==> src/logic/cipher_out_pkg.sv <==
// ########################################
// Cipher output package
// Widths, FIFO sizing, serial bit timing,
// FIFO status struct and FSM encodings
// ########################################
package cipher_out_pkg;

	localparam int BLOCK_BYTES  = 16;
	localparam int FIFO_DEPTH   = 16;
	localparam int CLKS_PER_BIT = 4;
	localparam int CLK_CNT_W    = $clog2(CLKS_PER_BIT);

	typedef logic [127:0]                     block_t;
	typedef logic [7:0]                       byte_t;
	typedef logic [3:0]                       fifo_ptr_t;
	typedef logic [4:0]                       fifo_cnt_t;
	typedef logic [$clog2(BLOCK_BYTES)-1:0]   byte_idx_t;
	typedef logic [CLK_CNT_W-1:0]             clk_cnt_t;
	typedef logic [2:0]                       bit_idx_t;

	// Last values of the serializer and transmitter counters
	localparam byte_idx_t LAST_BYTE = byte_idx_t'(BLOCK_BYTES - 1);
	localparam clk_cnt_t  LAST_CLK  = clk_cnt_t'(CLKS_PER_BIT - 1);
	localparam bit_idx_t  LAST_BIT  = bit_idx_t'($bits(byte_t) - 1);
	localparam fifo_cnt_t FULL_CNT  = fifo_cnt_t'(FIFO_DEPTH);

	typedef struct packed {
		logic empty;
		logic full;
	} fifo_status_t;

	typedef enum logic {SER_IDLE, SER_SHIFT} ser_state_t;

	typedef enum logic [1:0] {TX_IDLE, TX_START, TX_DATA, TX_STOP} tx_state_t;

endpackage
==> src/logic/cipher_out_top.sv <==
// ########################################
// Cipher output path
// Block serializer, byte FIFO and UART
// transmitter onto one serial line
// ########################################
`timescale 1ns/1ps

module cipher_out_top
	import cipher_out_pkg::*;
(
	input  logic         clk,
	input  logic         n_rst,
	input  logic         complete,
	input  block_t       raw_data,
	output logic         tx,
	output logic         busy,
	output fifo_status_t status
);

	logic  w_enable;
	logic  r_enable;
	byte_t w_data;
	byte_t r_data;

	encrypted_fifo encrypted_fifo_inst (
		.clk      (clk),
		.n_rst    (n_rst),
		.complete (complete),
		.raw_data (raw_data),
		.status   (status),
		.w_enable (w_enable),
		.w_data   (w_data),
		.busy     (busy)
	);

	flex_fifo flex_fifo_inst (
		.clk      (clk),
		.n_rst    (n_rst),
		.r_enable (r_enable),
		.w_enable (w_enable),
		.w_data   (w_data),
		.r_data   (r_data),
		.status   (status)
	);

	byte_uart_tx byte_uart_tx_inst (
		.clk      (clk),
		.n_rst    (n_rst),
		.r_data   (r_data),
		.status   (status),
		.r_enable (r_enable),
		.tx       (tx)
	);

endmodule

==> src/logic/byte_uart_tx.sv <==
// ########################################
// UART transmitter
// Pops FIFO bytes and sends 8N1 frames,
// LSB first, line high when idle
// ########################################
`timescale 1ns/1ps

module byte_uart_tx
	import cipher_out_pkg::*;
(
	input  logic         clk,
	input  logic         n_rst,
	input  byte_t        r_data,
	input  fifo_status_t status,
	output logic         r_enable,
	output logic         tx
);

	tx_state_t state;
	clk_cnt_t  clk_cnt;
	bit_idx_t  bit_idx;
	byte_t     tx_byte;
	logic      bit_done;

	// One pop per idle cycle with data waiting
	assign r_enable = (state == TX_IDLE) && !status.empty;
	assign bit_done = (clk_cnt == LAST_CLK);

	always_ff @(posedge clk) begin
		if (r_enable) begin
			tx_byte <= r_data;
		end
	end

	always_ff @(posedge clk, negedge n_rst) begin
		if (!n_rst) begin
			state   <= TX_IDLE;
			clk_cnt <= '0;
			bit_idx <= '0;
		end else begin
			case (state)
				TX_IDLE: begin
					clk_cnt <= '0;
					bit_idx <= '0;
					if (r_enable) begin
						state <= TX_START;
					end
				end
				TX_START: begin
					clk_cnt <= clk_cnt + 1'b1;
					if (bit_done) begin
						state <= TX_DATA;
					end
				end
				TX_DATA: begin
					clk_cnt <= clk_cnt + 1'b1;
					if (bit_done) begin
						bit_idx <= bit_idx + 1'b1;
						if (bit_idx == LAST_BIT) begin
							state <= TX_STOP;
						end
					end
				end
				TX_STOP: begin
					clk_cnt <= clk_cnt + 1'b1;
					// Back to idle for the one pop cycle
					if (bit_done) begin
						state <= TX_IDLE;
					end
				end
				default: state <= TX_IDLE;
			endcase
		end
	end

	// Line level follows the frame position
	always_comb begin
		case (state)
			TX_START: tx = 1'b0;
			TX_DATA:  tx = tx_byte[bit_idx];
			default:  tx = 1'b1;
		endcase
	end

endmodule

==> src/logic/encrypted_fifo.sv <==
// ########################################
// Block serializer
// Captures a ciphertext block and writes
// its bytes into the FIFO, MSB first
// ########################################
`timescale 1ns/1ps

module encrypted_fifo
	import cipher_out_pkg::*;
(
	input  logic         clk,
	input  logic         n_rst,
	input  logic         complete,
	input  block_t       raw_data,
	input  fifo_status_t status,
	output logic         w_enable,
	output byte_t        w_data,
	output logic         busy
);

	ser_state_t state;
	ser_state_t next_state;
	block_t     block;
	byte_idx_t  byte_idx;
	logic       accept;

	// Strobe is only taken in idle, otherwise dropped
	assign accept = (state == SER_IDLE) && complete;

	assign busy     = (state == SER_SHIFT);
	assign w_enable = (state == SER_SHIFT) && !status.full;

	// Byte 0 is the top byte of the block
	assign w_data = block[(BLOCK_BYTES - 1 - int'(byte_idx)) * $bits(byte_t) +: $bits(byte_t)];

	always_ff @(posedge clk) begin
		if (accept) begin
			block <= raw_data;
		end
	end

	always_comb begin
		next_state = state;
		case (state)
			SER_IDLE: begin
				if (complete) begin
					next_state = SER_SHIFT;
				end
			end
			SER_SHIFT: begin
				if (w_enable && (byte_idx == LAST_BYTE)) begin
					next_state = SER_IDLE;
				end
			end
			default: next_state = SER_IDLE;
		endcase
	end

	always_ff @(posedge clk, negedge n_rst) begin
		if (!n_rst) begin
			state <= SER_IDLE;
		end else begin
			state <= next_state;
		end
	end

	// Index only moves on cycles that actually write
	always_ff @(posedge clk, negedge n_rst) begin
		if (!n_rst) begin
			byte_idx <= '0;
		end else if (accept) begin
			byte_idx <= '0;
		end else if (w_enable) begin
			byte_idx <= byte_idx + 1'b1;
		end
	end

endmodule

==> src/logic/flex_fifo.sv <==
// ########################################
// Byte FIFO
// Circular buffer with read/write strobes,
// head entry shown combinationally
// ########################################
`timescale 1ns/1ps

module flex_fifo
	import cipher_out_pkg::*;
(
	input  logic         clk,
	input  logic         n_rst,
	input  logic         r_enable,
	input  logic         w_enable,
	input  byte_t        w_data,
	output byte_t        r_data,
	output fifo_status_t status
);

	byte_t     mem [FIFO_DEPTH];
	fifo_ptr_t wr_ptr;
	fifo_ptr_t rd_ptr;
	fifo_cnt_t count;
	logic      do_write;
	logic      do_read;

	// Drop writes when full and reads when empty
	assign do_write = w_enable && !status.full;
	assign do_read  = r_enable && !status.empty;

	assign status.empty = (count == '0);
	assign status.full  = (count == FULL_CNT);

	// Head entry
	assign r_data = mem[rd_ptr];

	always_ff @(posedge clk) begin
		if (do_write) begin
			mem[wr_ptr] <= w_data;
		end
	end

	// Pointers wrap naturally at the buffer depth
	always_ff @(posedge clk, negedge n_rst) begin
		if (!n_rst) begin
			wr_ptr <= '0;
			rd_ptr <= '0;
		end else begin
			if (do_write) begin
				wr_ptr <= wr_ptr + 1'b1;
			end
			if (do_read) begin
				rd_ptr <= rd_ptr + 1'b1;
			end
		end
	end

	// Occupancy, unchanged on a simultaneous read and write
	always_ff @(posedge clk, negedge n_rst) begin
		if (!n_rst) begin
			count <= '0;
		end else begin
			case ({do_write, do_read})
				2'b10: count <= count + 1'b1;
				2'b01: count <= count - 1'b1;
				default: count <= count;
			endcase
		end
	end

endmodule

==> config.mk <==
export PLATFORM = sky130hd
export DESIGN_NAME = cipher_out_top
export DESIGN_NICKNAME = d
export VERILOG_FILES = /design/src/logic/cipher_out_pkg.sv /design/src/logic/cipher_out_top.sv /design/src/logic/byte_uart_tx.sv /design/src/logic/encrypted_fifo.sv /design/src/logic/flex_fifo.sv
export SDC_FILE = /design/constraint.sdc
export NUM_CORES = 1
export LEC_CHECK = 0
export ABC_AREA = 1
export BUFFER_PORTS_ARGS = -buffer_cell sky130_fd_sc_hd__buf_2
export CAP_MARGIN = 10
export CORE_ASPECT_RATIO = 1.1
export CORE_MARGIN = 2
export CORE_UTILIZATION = 50
export DETAILED_ROUTE_END_ITERATION = 12
export PLACE_DENSITY = 0.69
export SLEW_MARGIN = 20
export SYNTH_ARGS = -nofsm -noshare
export SYNTH_HDL_FRONTEND = slang
export SYNTH_SLANG_ARGS = --single-unit
==> constraint.sdc <==
create_clock -name clk -period 11.9 [get_ports clk]
set_input_delay 2.38 -clock clk [delete_from_list [all_inputs] [get_ports clk]]
set_output_delay 2.38 -clock clk [all_outputs]
set_load 0.02 [all_outputs]
==> results.tsv <==
stage	metric	value	unit
drt	drc	0	
worst_setup_path	worstSetupPathType	reg -> out	
die	die_y	167	um
cts	tritoncts	built	
die	rows	59	
global_route	grt_pass1_vias	7668	
worst_setup_path	critical_path.top_delay_family	flip-flops	
cells_and_area	n_antenna_cell	0	
timing	clock_skew	0.0106	ns
timing	hold_slack	0.432	ns
die	die_w	152	um
die	dieArea	25400	um2
cells_and_area	area_delta_synth_final	14.7	%
power	irDropWorstVdd	0.156	mV
cells_and_area	final_cells	1497	
timing	relSlewSlack	0.311	
cts	holdBufCountCts	0	
synth	synth_nets	1195	
global_route	antenna_found_initial	0	
place	port_buffers	134	
drt	viasPerCell	5.27	
min_path	hold_path_end	byte_uart_tx_inst.clk_cnt[0]$_DFF_PN0_	
power	leakagePower	5.39	nW
drt	drt_wl_total	26400	um
synth	synth_area	12100	um2
timing	worst_pin_slew	1.03	ns
worst_setup_path	cp.required	9.52	ns
cells_and_area	nets	1319	
synth	ys_warn_count	0	
worst_setup_path	worstPathCellList	inv_1 > ha_1 > or2_2 > nand2_1 > buf_2	
global_route	grt_pass1_wl	41600	um
min_path	min_from	byte_uart_tx_inst.clk_cnt[0]$_DFF_PN0_	
worst_setup_path	crit_slowest_cell	dfrtp_1	
drt	drt_iter0_drc	616	
worst_setup_path	slowest_delay	0.40	ns
die	initial_utilization	0.509	
worst_setup_path	reg2reg_slack	8.79	ns
place	placed_area	12900	um2
cells_and_area	nFillCells	1920	
global_route	grtUsageTotal	0.208	
cells_and_area	final_cell_area	13800	um2
timing	setup_violations	0	
synth	synth_cell_types	28	
cts	htreeDepth	1	
place	routabilityCongestion	0.781	
worst_setup_path	crit_path_max_fanout	5	
worst_setup_path	endpoint_kind	output port	
drt	wl_per_cell	17.7	um
timing	finalMaxSlewViolations	0	
worst_setup_path	arrival	1.84	ns
global_route	grt-ovfl-total	0	
timing	timing_hold_violations_final	0	
worst_setup_path	critPathBufInv	2	
worst_setup_path	reg2reg_depth	8	
timing	rsz0062_at_grt	false	
power	power_density	272	nW/um2
cts	cts_setup_buffers	0	
worst_setup_path	start_kind	register	
die	coreArea	23700	um2
synth	syn-instance-count	1046	
synth	avgSynthCellArea	11.5	um2
die	pin_count	135	
synth	synth_seq_cells	289	
timing	timing.final.crit_period	4.22	ns
synth	yosysSeqAreaShare	0.709	
cts	cts.clk_slew.worst_paths	0.06	ns
worst_setup_path	r2r-start	encrypted_fifo_inst.byte_idx[0]$_DFFE_PN0P_	
cts	cts_resized	0	
min_path	hold_path_depth	1	
cts	cts_buffers	28	
cells_and_area	drive_gt1_frac	0.160	
worst_setup_path	r2r-end	flex_fifo_inst.mem[1][4]$_DFFE_PP_	
timing	max_freq	237	MHz
min_path	hp-class	reg -> reg	
timing	min_period_over_period	0.355	
place	dp_hpwl	16700	um
cts	clk_root_buffer_cell	clkbuf_16	
drt	dr.pass1.iters	5	
cts	clk_path_buf_depth	3	
drt	ant_nets	0	
timing	fin_setup_tns	0	ns
cts	cts_sinks	289	
cts	clk_latency	0.54	ns
drt	dr_total_vias	7893	
global_route	grt_max_degree	90	
power	p_total	0.00377	W
place	placed_cells	1445	
outcome	status	finished clean	
job	maxCapViolations	0	
[where the power goes]
| group | switching, W | internal (W) |
|---|---|---|
| combinational | 0.000930 | 0.000336 |
| clock | 0.000364 | 0.000526 |
| sequential | 0.0000957 | 0.00152 |
| total | 0.00139 | 0.00238 |
[cell families (layout without fill, tap and decap cells)]
group | count (synthesis) | after routing | synth area share
and+or+nand+nor | 461 | 461 | 0.154
DFF | 289 | 289 | 0.709
AOI/OAI and AO/OA | 151 | 151 | 0.0673
buffers and inverters | 117 | 263 | 0.0438
adders and majority gates | 18 | 18 | 0.0187
xor gates and xnor gates | 10 | 10 | 0.00726
[worst max path at each step]
stage                                                 startpoint                                           to  slack (ns)  cells past startpoint
after floorplan                                         complete  encrypted_fifo_inst.byte_idx[0]$_DFFE_PN0P_        3.08                      5
after global placement                                  complete  encrypted_fifo_inst.byte_idx[0]$_DFFE_PN0P_        7.32                      8
after detailed placement                                complete  encrypted_fifo_inst.byte_idx[0]$_DFFE_PN0P_        7.28                      8
after CTS                 byte_uart_tx_inst.state[0]$_DFFE_PN0P_                                           tx        7.65                      5
after global routing      byte_uart_tx_inst.state[0]$_DFFE_PN0P_                                           tx        7.55                      5
final                     byte_uart_tx_inst.state[0]$_DFFE_PN0P_                                           tx        7.68                      5
[layout by cell type (no fill, tap or decap), drive strengths merged]
cell type | Yosys | final
dfrtp | 25 | 25
buf | 33 | 140
nor2 | 246 | 246
o21ai | 125 | 125
or2 | 1 | 1
clkinv | 2 | 20
xor2 | 9 | 9
o22ai | 1 | 1
o21bai | 1 | 1
inv | 69 | 69
bufinv | 0 | 4
o211ai | 21 | 21
xnor2 | 1 | 1
nand2 | 126 | 126
clkbuf | 13 | 30
nand3b | 1 | 1
a21oi | 3 | 3
nand3 | 85 | 85
ha | 18 | 18
edfxtp | 264 | 264
nand4 | 2 | 2
[registers in the layout, indices dropped and copies added (netlist names)]
signal                        count
encrypted_fifo_inst.block       128
byte_uart_tx_inst.state           2
byte_uart_tx_inst.tx_byte         8
encrypted_fifo_inst.busy          1
byte_uart_tx_inst.clk_cnt         2
flex_fifo_inst.wr_ptr             4
flex_fifo_inst.count              5
encrypted_fifo_inst.byte_idx      4
flex_fifo_inst.rd_ptr             4
byte_uart_tx_inst.bit_idx         3
flex_fifo_inst.mem              128
[synth_stat cells, drive strengths merged]
cell type | count | area, um2
a21oi | 3 | 15.0
o22ai | 1 | 6.26
clkbuf | 13 | 51.3
o21ai | 125 | 626
nand3 | 85 | 425
clkinv | 2 | 7.51
or2 | 1 | 6.26
xor2 | 9 | 78.8
nand4 | 2 | 12.5
buf | 33 | 210
o211ai | 21 | 158
nand2 | 126 | 475
xnor2 | 1 | 8.76
nor2 | 246 | 926
ha | 18 | 225
inv | 69 | 259
o21bai | 1 | 7.51
dfrtp | 25 | 626
edfxtp | 264 | 7930
nand3b | 1 | 7.51
[metal layers]
layer / global-route usage / vias up / part of all wire
met5: 0 / - / 0
met4: 0.0561 / 0 / 0.023
met3: 0.0273 / 41 / 0.055
met2: 0.359 / 281 / 0.50
met1: 0.280 / 3720 / 0.42
li1: - / 3851 / -
[final cells by class]
cell class,instances,area (um2),share of cell area
Sequential cell,289,8560,0.619
Multi-Input combinational cell,640,2990,0.216
Tap cell,305,382,0.0276
Clock buffer,30,729,0.0527
Timing Repair Buffer,140,716,0.0517
Clock inverter,22,198,0.0143
Inverter,71,267,0.0193
[per-stage QoR]
step	util	worst slack (ns)
4_1_cts	0.584	7.65
2_1_floorplan	-	3.08
5_1_grt	0.584	7.55
3_3_place_gp	0.545	7.32
3_5_place_dp	0.545	7.28
6_report	0.584	7.68
Note: power is estimated with default switching activity, not from simulation.
